$ cat src/source/iduPkg.sv
// instruction decode shared types
`default_nettype none

package iduPkg;

  // ----------------------------------------
  // widths
  // ----------------------------------------
  localparam int InsnWidth   = 32;     // one alpha insn word
  localparam int RegNumWidth = 5;      // 32 integer regs
  localparam int PcWidth     = 64;     // latched pc field

  localparam logic [RegNumWidth-1:0] ZeroReg = 5'd31;  // r31 reads as zero

  // ----------------------------------------
  // field types
  // ----------------------------------------
  typedef logic [5:0] opcodeT;   // insn bits 31:26
  typedef logic [6:0] fctT;      // operate function code

  typedef struct packed {
    logic                   valid;
    logic [RegNumWidth-1:0] num;
  } regRefT;

  typedef struct packed {
    logic        valid;
    logic [20:0] value;   // literal or displacement
  } constT;

  // operate format, literal sits in rb and litLo
  typedef struct packed {
    opcodeT                 opcode;
    logic [RegNumWidth-1:0] ra;
    logic [RegNumWidth-1:0] rb;    // upper literal bits when litFlag set
    logic [2:0]             litLo; // insn 15:13
    logic                   litFlag;
    fctT                    fct;
    logic [RegNumWidth-1:0] rc;
  } operateT;

  // memory format, jmp hint is disp 15:14
  typedef struct packed {
    opcodeT                 opcode;
    logic [RegNumWidth-1:0] ra;
    logic [RegNumWidth-1:0] rb;
    logic [15:0]            disp;
  } memoryT;

  // branch format, displacement takes the rest of the word
  typedef struct packed {
    opcodeT                                           opcode;
    logic [RegNumWidth-1:0]                           ra;
    logic [InsnWidth-$bits(opcodeT)-RegNumWidth-1:0]  disp;
  } branchT;

  typedef union packed {
    operateT operate;
    memoryT  memory;
    branchT  branch;
  } insnU;

  // decoded class bits, horizontal then vertical
  typedef struct packed {
    logic alu;
    logic mem;
    logic ctr;
    logic aluMult;
    logic memSt;
    logic memQw;
    logic memAcc;
    logic ctrCond;
    logic ctrPc;
  } decodeT;

  typedef enum logic [2:0] {ExcNone, ExcPal, ExcResv, ExcFp, ExcLdLstC} excT;

  typedef struct packed {
    logic               work;   // 0 means bubble
    insnU               insn;
    logic [PcWidth-1:0] pc;     // pc+4 of this insn
  } stageT;

  // ----------------------------------------
  // opcodes
  // ----------------------------------------
  localparam opcodeT OpLda  = 6'h08, OpLdah = 6'h09, OpLdqU = 6'h0B, OpStqU = 6'h0F;
  localparam opcodeT OpIntA = 6'h10, OpIntL = 6'h11, OpIntS = 6'h12, OpIntM = 6'h13;
  localparam opcodeT OpJmp  = 6'h1A;
  localparam opcodeT OpLdl  = 6'h28, OpLdq  = 6'h29, OpLdlL = 6'h2A, OpLdqL = 6'h2B;
  localparam opcodeT OpStl  = 6'h2C, OpStq  = 6'h2D, OpStlC = 6'h2E, OpStqC = 6'h2F;
  localparam opcodeT OpBr   = 6'h30, OpBsr  = 6'h34;
  localparam opcodeT OpBlbc = 6'h38, OpBeq  = 6'h39, OpBlt  = 6'h3A, OpBle  = 6'h3B;
  localparam opcodeT OpBlbs = 6'h3C, OpBne  = 6'h3D, OpBge  = 6'h3E, OpBgt  = 6'h3F;

endpackage

`default_nettype wire

$ cat src/source/iduStage.sv
// decode pipeline latch
`timescale 1ns/1ps
`default_nettype none

module iduStage #(
  parameter int PcWidth = 64
) (
  input  wire logic               Clk,
  input  wire logic               rstN,
  input  wire logic               Step,    // advance insn and pc
  input  wire logic               Work,    // valid op or bubble
  input  wire iduPkg::insnU       Insn,
  input  wire logic [PcWidth-1:0] Pc,      // pc+4 from fetch
  output iduPkg::stageT           stage
);

  logic [$bits(stage.pc)-1:0] pcExt;  // pc widened to the stage field

  // zero fill above PcWidth
  always_comb begin
    pcExt = '0;
    pcExt[PcWidth-1:0] = Pc;
  end

  // ----------------------------------------
  // latch
  // ----------------------------------------
  always_ff @(posedge Clk or negedge rstN) begin
    if (!rstN) begin
      stage <= '0;                 // purge stage
    end else begin
      stage.work <= Work;          // work follows every edge
      if (Step) begin
        stage.insn <= Insn;
        stage.pc   <= pcExt;
      end
      // no step, insn and pc hold
    end
  end

endmodule

`default_nettype wire

$ cat src/source/opClassify.sv
// opcode classifier and decode bits
`timescale 1ns/1ps
`default_nettype none

module opClassify (
  input  wire iduPkg::stageT  stage,
  output iduPkg::opcodeT      OpCode,
  output iduPkg::decodeT      dec,
  output iduPkg::excT         Exception
);

  import iduPkg::*;

  // opcode always at 31:26, no mux
  assign OpCode = stage.insn.operate.opcode;

  // ----------------------------------------
  // exception class
  // ----------------------------------------
  // items listed in priority order
  always_comb begin
    Exception = ExcNone;
    if (stage.work) begin
      case (OpCode) inside
        6'h00, 6'h19, 6'h1B,
        6'h1D, 6'h1E, 6'h1F:           Exception = ExcPal;   // pal and reserved pal
        [6'h01:6'h07], 6'h0A, 6'h0C,
        6'h0D, 6'h0E, 6'h14, 6'h1C:    Exception = ExcResv;
        6'h15, 6'h16, 6'h17,
        [6'h20:6'h27],                                       // fp load/store
        6'h31, 6'h32, 6'h33,
        6'h35, 6'h36, 6'h37:           Exception = ExcFp;
        OpLdlL, OpLdqL,
        OpStlC, OpStqC:                Exception = ExcLdLstC;
        default:                       Exception = ExcNone;
      endcase
    end
  end

  // ----------------------------------------
  // decode bits
  // ----------------------------------------
  always_comb begin
    dec = '0;

    // horizontal, one bit per class
    case (OpCode)
      OpIntA, OpIntL,
      OpIntS, OpIntM:  dec.alu = 1'b1;
      OpLda, OpLdah,
      OpLdl, OpLdq,
      OpLdlL, OpLdqL,
      OpLdqU,
      OpStl, OpStq,
      OpStlC, OpStqC,
      OpStqU:          dec.mem = 1'b1;
      OpBlbc, OpBeq,
      OpBlt, OpBle,
      OpBlbs, OpBne,
      OpBge, OpBgt,
      OpBr, OpBsr,
      OpJmp:           dec.ctr = 1'b1;
      default:         ;
    endcase

    // vertical bits
    case (OpCode)
      OpIntM:          dec.aluMult = 1'b1;
      OpStl, OpStq,
      OpStlC, OpStqC,
      OpStqU:          dec.memSt = 1'b1;
      default:         ;
    endcase

    case (OpCode)
      OpLda, OpLdah,
      OpLdq, OpLdqL,
      OpLdqU,
      OpStq, OpStqC,
      OpStqU:          dec.memQw = 1'b1;   // quadword access
      OpBlbc, OpBeq,
      OpBlt, OpBle,
      OpBlbs, OpBne,
      OpBge, OpBgt:    begin
        dec.ctrCond = 1'b1;
        dec.ctrPc   = 1'b1;
      end
      OpBr, OpBsr:     dec.ctrPc = 1'b1;    // pc relative, no condition
      default:         ;
    endcase

    // lda/ldah only compute an address
    dec.memAcc = dec.mem & (OpCode != OpLda) & (OpCode != OpLdah);

    if (!stage.work) begin
      dec = '0;   // bubble decodes to nothing
    end
  end

endmodule

`default_nettype wire

$ cat src/source/regSelect.sv
// source and destination register select
`timescale 1ns/1ps
`default_nettype none

module regSelect (
  input  wire iduPkg::stageT   stage,
  input  wire iduPkg::decodeT  dec,
  output iduPkg::regRefT       RegA,     // to reg file
  output iduPkg::regRefT       RegB,     // to reg file
  output iduPkg::regRefT       RegDest
);

  import iduPkg::*;

  logic                   isLoad;       // mem without store
  logic                   isUncondCtr;  // br, bsr, jmp
  logic                   noRegB;
  logic                   destHit;      // insn writes a register
  logic [RegNumWidth-1:0] destNum;

  assign isLoad      = dec.mem & ~dec.memSt;
  assign isUncondCtr = dec.ctr & ~dec.ctrCond;
  // branch format or operate literal form
  assign noRegB      = (dec.ctr & dec.ctrPc) | (dec.alu & stage.insn.operate.litFlag);

  // ----------------------------------------
  // sources
  // ----------------------------------------
  always_comb begin
    RegA.num   = stage.insn.operate.ra;   // ra always encoded
    RegA.valid = stage.work & ~(isUncondCtr | isLoad);   // ra is dest here
    RegB.num   = stage.insn.operate.rb;
    RegB.valid = stage.work & ~noRegB;
  end

  // ----------------------------------------
  // destination
  // ----------------------------------------
  always_comb begin
    destNum = '0;
    destHit = 1'b0;
    if (dec.alu) begin
      destNum = stage.insn.operate.rc;      // operate writes rc
      destHit = 1'b1;
    end else if (isLoad | isUncondCtr) begin
      destNum = stage.insn.operate.ra;      // loads and link reg use ra
      destHit = 1'b1;
    end
  end

  // r31 dest counts as no dest
  always_comb begin
    RegDest.num   = destNum;
    RegDest.valid = stage.work & destHit & (destNum != ZeroReg);
  end

endmodule

`default_nettype wire

$ cat src/source/immSelect.sv
// function code, constant and operand muxes
`timescale 1ns/1ps
`default_nettype none

module immSelect #(
  parameter int DataWidth = 64,
  parameter int PcWidth   = 64
) (
  input  wire iduPkg::stageT         stage,
  input  wire iduPkg::decodeT        dec,
  input  wire logic [DataWidth-1:0]  RegAValue,   // same cycle from reg file
  input  wire logic [DataWidth-1:0]  RegBValue,
  output iduPkg::fctT                FctCode,
  output iduPkg::constT              Const,
  output logic [DataWidth-1:0]       Operand1,
  output logic [DataWidth-1:0]       Operand2
);

  import iduPkg::*;

  logic [DataWidth-1:0] pcOperand;   // latched pc, zero extended

  always_comb begin
    pcOperand = '0;
    pcOperand[PcWidth-1:0] = stage.pc[PcWidth-1:0];
  end

  // jmp carries its hint where others have fct
  assign FctCode = (dec.ctr & ~dec.ctrPc) ? fctT'(stage.insn.memory.disp[15:14])
                                          : stage.insn.operate.fct;

  // ----------------------------------------
  // constant bus
  // ----------------------------------------
  always_comb begin
    Const = '0;
    if (dec.alu) begin
      if (stage.insn.operate.litFlag) begin
        Const.valid = 1'b1;
        // 8 bit literal, zero extended
        Const.value = {13'b0, stage.insn.operate.rb, stage.insn.operate.litLo};
      end
    end else if (dec.mem) begin
      Const.valid = 1'b1;
      Const.value = {{5{stage.insn.memory.disp[15]}}, stage.insn.memory.disp};  // sign ext
    end else if (dec.ctr & dec.ctrPc) begin
      Const.valid = 1'b1;
      Const.value = stage.insn.branch.disp;   // full 21 bit disp
    end
  end

  // ----------------------------------------
  // operand buses
  // ----------------------------------------
  always_comb begin
    Operand1 = RegAValue;
    Operand2 = RegBValue;
    if (dec.ctr) begin
      if (dec.ctrCond) begin
        Operand2 = pcOperand;    // ra tested, pc for target
      end else begin
        Operand1 = pcOperand;    // link value
      end
    end
  end

endmodule

`default_nettype wire

$ cat src/source/idu.sv
// instruction decode unit top
`timescale 1ns/1ps
`default_nettype none

module idu #(
  parameter int DataWidth = 64,
  parameter int PcWidth   = 64
) (
  input  wire logic                 Clk,
  input  wire logic                 rstN,
  input  wire logic                 Step,
  input  wire logic                 Work,
  input  wire iduPkg::insnU         Insn,
  input  wire logic [PcWidth-1:0]   Pc,
  input  wire logic [DataWidth-1:0] RegAValue,
  input  wire logic [DataWidth-1:0] RegBValue,
  output iduPkg::regRefT            RegA,
  output iduPkg::regRefT            RegB,
  output iduPkg::regRefT            RegDest,
  output iduPkg::constT             Const,
  output iduPkg::opcodeT            OpCode,
  output iduPkg::fctT               FctCode,
  output iduPkg::decodeT            Dec,
  output iduPkg::excT               Exception,
  output logic [DataWidth-1:0]      Operand1,
  output logic [DataWidth-1:0]      Operand2
);

  import iduPkg::*;

  stageT  stage;   // latched work, insn, pc

  iduStage #(.PcWidth(PcWidth)) uStage (
    .Clk, .rstN, .Step, .Work, .Insn, .Pc,
    .stage (stage)
  );

  opClassify uClassify (
    .stage (stage), .OpCode, .dec (Dec), .Exception
  );

  // reg numbers go out before values come back
  regSelect uRegSel (
    .stage (stage), .dec (Dec), .RegA, .RegB, .RegDest
  );

  immSelect #(.DataWidth(DataWidth), .PcWidth(PcWidth)) uImmSel (
    .stage (stage), .dec (Dec), .RegAValue, .RegBValue,
    .FctCode, .Const, .Operand1, .Operand2
  );

endmodule

`default_nettype wire

$ cat config.mk
export PLATFORM = sky130hd
export DESIGN_NAME = idu
export DESIGN_NICKNAME = d
export VERILOG_FILES = /design/src/source/iduPkg.sv /design/src/source/iduStage.sv /design/src/source/opClassify.sv /design/src/source/regSelect.sv /design/src/source/immSelect.sv /design/src/source/idu.sv
export SDC_FILE = /design/constraint.sdc
export NUM_CORES = 1
export LEC_CHECK = 0
export ABC_AREA = 1
export BUFFER_PORTS_ARGS = -buffer_cell sky130_fd_sc_hd__buf_4
export CAP_MARGIN = 0
export CORE_AREA = 2 2 164 166
export CTS_BUF_LIST = sky130_fd_sc_hd__clkbuf_4 sky130_fd_sc_hd__clkbuf_8
export DETAILED_ROUTE_END_ITERATION = 10
export DIE_AREA = 0 0 166 168
export GPL_ROUTABILITY_DRIVEN = 0
export PLACE_DENSITY_LB_ADDON = 0.3
export SLEW_MARGIN = 25
export SYNTH_ARGS = -nofsm -noshare
export SYNTH_HDL_FRONTEND = slang
export SYNTH_SLANG_ARGS = --single-unit
export TNS_END_PERCENT = 30
$ cat constraint.sdc
create_clock -name Clk -period 1.7 [get_ports Clk]
set_input_delay 0.17 -clock Clk [delete_from_list [all_inputs] [get_ports Clk]]
set_output_delay 0.17 -clock Clk [all_outputs]
set_load 0.05 [all_outputs]
---- After elaboration in Yosys (flattened, before gate mapping) ----
Cells that the tools add are included.
word-level totals
  bits of input ports ..................... 228
  output and inout port bits .............. 193
  register bits after elaboration ......... 97
operators by class
  equal/unequal tests ..................... 50
  $lt $le $gt $ge ......................... 4
  multiplexer cells ....................... 27
  bitwise logic cells ..................... 18
  reduce and logical (&&, ||, !) cells .... 14
operators with widths
  cell                                                                                 number
  64-bit two-way mux                                                                   4
  6-bit == test, second input constant                                                 24
  6-bit by 5-bit == test with 1-bit output, second input constant                      15
  22-bit two-way mux                                                                   4
  6-bit by 4-bit == test with 1-bit output, second input constant                      8
  10-bit OR reduction                                                                  2
  8-bit OR reduction                                                                   2
  3-bit two-way mux                                                                    5
  6-bit by 4-bit inequality test with 1-bit output, second input constant              2
  12-bit OR reduction                                                                  1
  1-bit AND                                                                            11
  11-bit OR reduction                                                                  1
  1-bit two-way mux                                                                    10
  5-bit two-way mux                                                                    2
  9-bit two-way mux                                                                    1
  4-bit OR reduction                                                                   2
  7-bit two-way mux                                                                    1
  7-bit OR reduction                                                                   1
  6-bit by 1-bit greater-or-equal comparator with 1-bit output, second input constant  1
  6-bit greater-or-equal comparator, second input constant                             1
  6-bit by 3-bit <= comparator with 1-bit output, second input constant                1
  6-bit <= comparator, second input constant                                           1
  6-bit logical NOT                                                                    1
  6-bit OR reduction                                                                   1
  other kinds (5)                                                                      11

---- Logic depth before layout (Yosys ltp) ----
  depth after elaboration ................. 13
  depth in mapped cells ................... 13

---- Cells and area by module ----
Synthesis repeated with hierarchy kept, for this count alone.
second synthesis, totals
  cell total of the unflattened synthesis .. 965
  area total of the unflattened synthesis .. 6729.0 um^2
modules (own cells, without submodules)
  module      sequential area each (um^2)  cells each  times used  area an instance (um^2)
  iduStage    2427.3                       407         1           3654.8
  immSelect   0.0                          435         1           2427.3
  opClassify  0.0                          75          1           387.9
  regSelect   0.0                          48          1           259.0

---- Least setup slack after synthesis ----
No wires, ideal clock.
  path kind ............................... register -> output
  start ................................... register uStage.stage[91] (netlist name)
  end ..................................... output RegDest[5] (netlist name)
  cell stages (with the launch flop) ...... 13
  path slack .............................. -0.932 ns
  data arrival time ....................... 2.462 ns
  path through ............................ dfrtp_1 inv_1 nand2_1 a21oi_1 nand2_1 nand2_2 nand2_2 nand2_2 nand2_1 o21ai_1 nand2_1 nor2_1 nor2_1
RTL lines
  item           RTL line   text
  end, declared  idu.sv:19  output iduPkg::regRefT RegDest,

---- Worst setup path after layout ----
  start ................................... register uStage.stage[94] (netlist name)
  end ..................................... output Operand1[19]
between the ends
  cells in the longest elaborated chain, start to end .. 6
  elaborated cells on any way between the ends .. 18
  classes of those cells .................. 11 x eq/ne; 5 x mux; 2 x reduce/logical
ends and longest elaborated chain
  item                  RTL line                            text
  6-bit == test         opClassify.sv:47, opClassify.sv:75
  8-bit OR reduction    opClassify.sv:75                    case (OpCode)
  1-bit two-way mux     opClassify.sv:75
  9-bit two-way mux *   opClassify.sv:95                    if (!stage.work) begin
  64-bit two-way mux    immSelect.sv:59                     if (dec.ctrCond) begin
  64-bit two-way mux *  immSelect.sv:58                     if (dec.ctr) begin
  end, declared         idu.sv:25                           output logic [DataWidth-1:0] Operand1,
Every way passes the cells marked *; elsewhere a longest branch is shown, timed or not.

==> flow_summary.toml <==
[status]
outcome = "complete, but fails checks"
violations = "setup timing"

[global_route]
grt_use_total_pct = 17.8
grt_pass1_wl_um = 40300
grt_max_degree = 98
grt_antenna_before_repair = 0
grt_pass1_vias = 7594
gr-total-overflow = 0

[clock_network]
cts_tree = "done"
root_buffer = "clkbuf_8"
cts-buffers-inserted = 9
worstSkewPairLatency_ps = 360
cts.sinks = 97
clkTransAtPathRegs_ps = 100
cts_htree_levels = 3
clk_path_buf_depth = 2

[synth]
synth.area.top_cells = "dfrtp_1, nand2_1, o21ai_0, inv_1, o21ai_1"
yosys_most_used_dff = "dfrtp_1"
netlist.area_leader.share_pct = 43.0
yosysSeqAreaShare_pct = 43.0
ys_seq_elements = 97
ys_types = 24
syn_nets = 1050
yosysWarnings = 0
synth_top_area_cell = "dfrtp_1"
synth-edff-count = 0
synth_most_common_cell = "nand2_1"
syn-cell-area_mm2 = 0.00564
synth_cells = 822
synth.avg_cell_area_um2 = 6.86
ys_async_sr_fraction_pct = 100
synthTopCellsByCount = "nand2_1, o21ai_0, inv_1"

[pwr]
total_power_uw = 8670
p_leak_uw = 0.00644
power_density_mw_per_mm2 = 684
irDropWorstVdd_mv = 0.339

[sta]
skew_ps = 0
rsz0062_at_grt = "true"
hold_viol_final = 0
tns_ps = -89930
slew_viol_final = 0
max_freq_mhz = 418
finalCriticalPeriod_ps = 2390
worstMarginPinSlew_ps = 549
fin_crit_sh_pct = 141
setup_ws_ps = -693
setup_viol = 177
slew_headroom_pct = 63.4

[placed_design]
dp_slack_ps = -274
placedCellCount = 1596
portBuffers = 420
hpwlAfterDp_um = 18700

[worst_setup_path]
path_class = "reg -> out"
slowest_stage = "dfrtp_2"
startpoint_type = "flop"
critPathMaxFanout = 24
path_cells = "buf_4 -> inv_2 -> nor2_4 -> nand3_2 -> nand2_4 -> nand2_8 -> buf_12 -> buf_4 -> nand2_1 -> o21ai_1 -> buf_6"
crit_path_end_kind = "output pin"
slowest_delay_ps = 500
crit_top_cell = "buf_4"
critical_path_arrival_ps = 2220
cp.required_ps = 1530

[die]
num_rows = 60
die_y_um = 168
start_util_pct = 21.4
dieWidth_um = 166
die-area_mm2 = 0.0279
io_pins = 421
coreArea_mm2 = 0.0264

[final_layout]
final_util_pct = 48.1
area_growth_syn_to_layout_pct = 125
largest_reg_flops = 97
drive_gt1_share_pct = 52.8
regMostFlops = "uStage.stage"
nFillCells = 2432
antennaDiodeCount = 0
reg_top3 = "uStage.stage x97"
final_nets = 1611
stdcell_count = 1729

[detailed_routing]
dr.pass1.iters = 4
post_drt_wl_per_cell_um = 15.3
drt-total-wl_um = 26400
route.detailed.drc = 0
drtIter0Drc = 366
dr_total_vias = 7670
drt-vias-per-instance = 4.44
postRouteAntennaNets = 0

[min_path]
hold_path_class = "in -> reg"

[job]
max_cap_viol_count = 0
[per-layer routing]
metal,wire length (um),vias up,track usage (%)
li1,-,3730,-
met4,731,0,5.41
met2,13500,293,31.3
met5,0,-,0
met3,1410,55,3.69
met1,10800,3592,21.9
[metrics by stage]
step / hold WS [ps] / area [um2]
floorplan: -126 / 5880
global placement: 277 / 9880
detailed placement: 277 / 9880
CTS: 13.5 / 12000
global route: 23.2 / 12700
finish: 39.5 / 12700
[worst paths after layout]
| check | cells after the start | endpoint | slack, ps | startpoint |
|---|---|---|---|---|
| max in group asynchronous | 3 | uStage.stage[93]$_DFFE_PN0P_ | 860 | rstN |
| worst max-delay path | 11 | Operand1[19] | -690 | uStage.stage[94]$_DFFE_PN0P_ |
| worst max register to register | 5 | uStage.stage[91]$_DFFE_PN0P_ | 510 | uStage.stage[91]$_DFFE_PN0P_ |
| min in group asynchronous | 3 | uStage.stage[61]$_DFFE_PN0P_ | 380 | rstN |
| worst min register to register | 2 | uStage.stage[42]$_DFFE_PN0P_ | 560 | uStage.stage[42]$_DFFE_PN0P_ |
| worst min-delay path | 3 | uStage.stage[94]$_DFFE_PN0P_ | 40 | Insn[30] |
[cells by family after synthesis]
group,after synthesis,synth area share [%]
AO/OA/AOI/OAI,248,22.4
multiplexers,5,0.998
AND/OR/NAND/NOR,295,20.3
flip-flops,97,43.0
buffers and inverters,177,13.3
[report_power, final]
part,total (uW),switching [uW],internal (uW)
Combinational,4250,2570,1690
Sequential,2610,102,2510
Clock,1800,901,899
Total,8670,3570,5100
[cells in the final DEF (no fill, tap or decap), types with 11 or more instances in the layout]
cell           Yosys  final
nand2_4            0     11
buf_4             17    323
buf_8              0     13
nand2_2            3     17
o21ai_0          167    110
inv_1            106     97
o21ai_2            0     80
o21ai_4            0     17
o21ai_1           66     26
dfrtp_1           97     91
buf_6              0    172
nor2_4             0     12
dlygate4sd3_1      0     93
buf_12             0     12
nand2_1          250    223
[worst max-delay path, delay by kind of cell, from the launching register on]
kind	cells	cell delay (ps)
buffers and inverters	5	830
flip-flops	1	500
AO/OA/AOI/OAI	1	140
AND/OR/NAND/NOR	5	360
[layout make-up]
class / instances / area [um2] / share of cell area [%]
Tap cell: 341 / 427 / 3.36
Timing Repair inverter: 2 / 15.0 / 0.118
Inverter: 111 / 437 / 3.44
Timing Repair Buffer: 614 / 5760 / 45.4
Multi-Input combinational cell: 548 / 3380 / 26.7
Clock inverter: 5 / 85.1 / 0.671
Clock buffer: 11 / 145 / 1.14
Sequential cell: 97 / 2430 / 19.2
[repair_timing]
| action | 4_1_cts | 5_1_grt |
|---|---|---|
| pin swaps | 10 | 14 |
| buffers inserted | 11 | 9 |
| setup endpoints to repair | 177 | 177 |
| hold endpoints to repair | 189 | 0 |
| gates cloned | 3 | 1 |
| hold buffers | 93 | 0 |
| gates resized for setup | 250 | 199 |
Note: power is estimated with default switching activity, not from simulation.
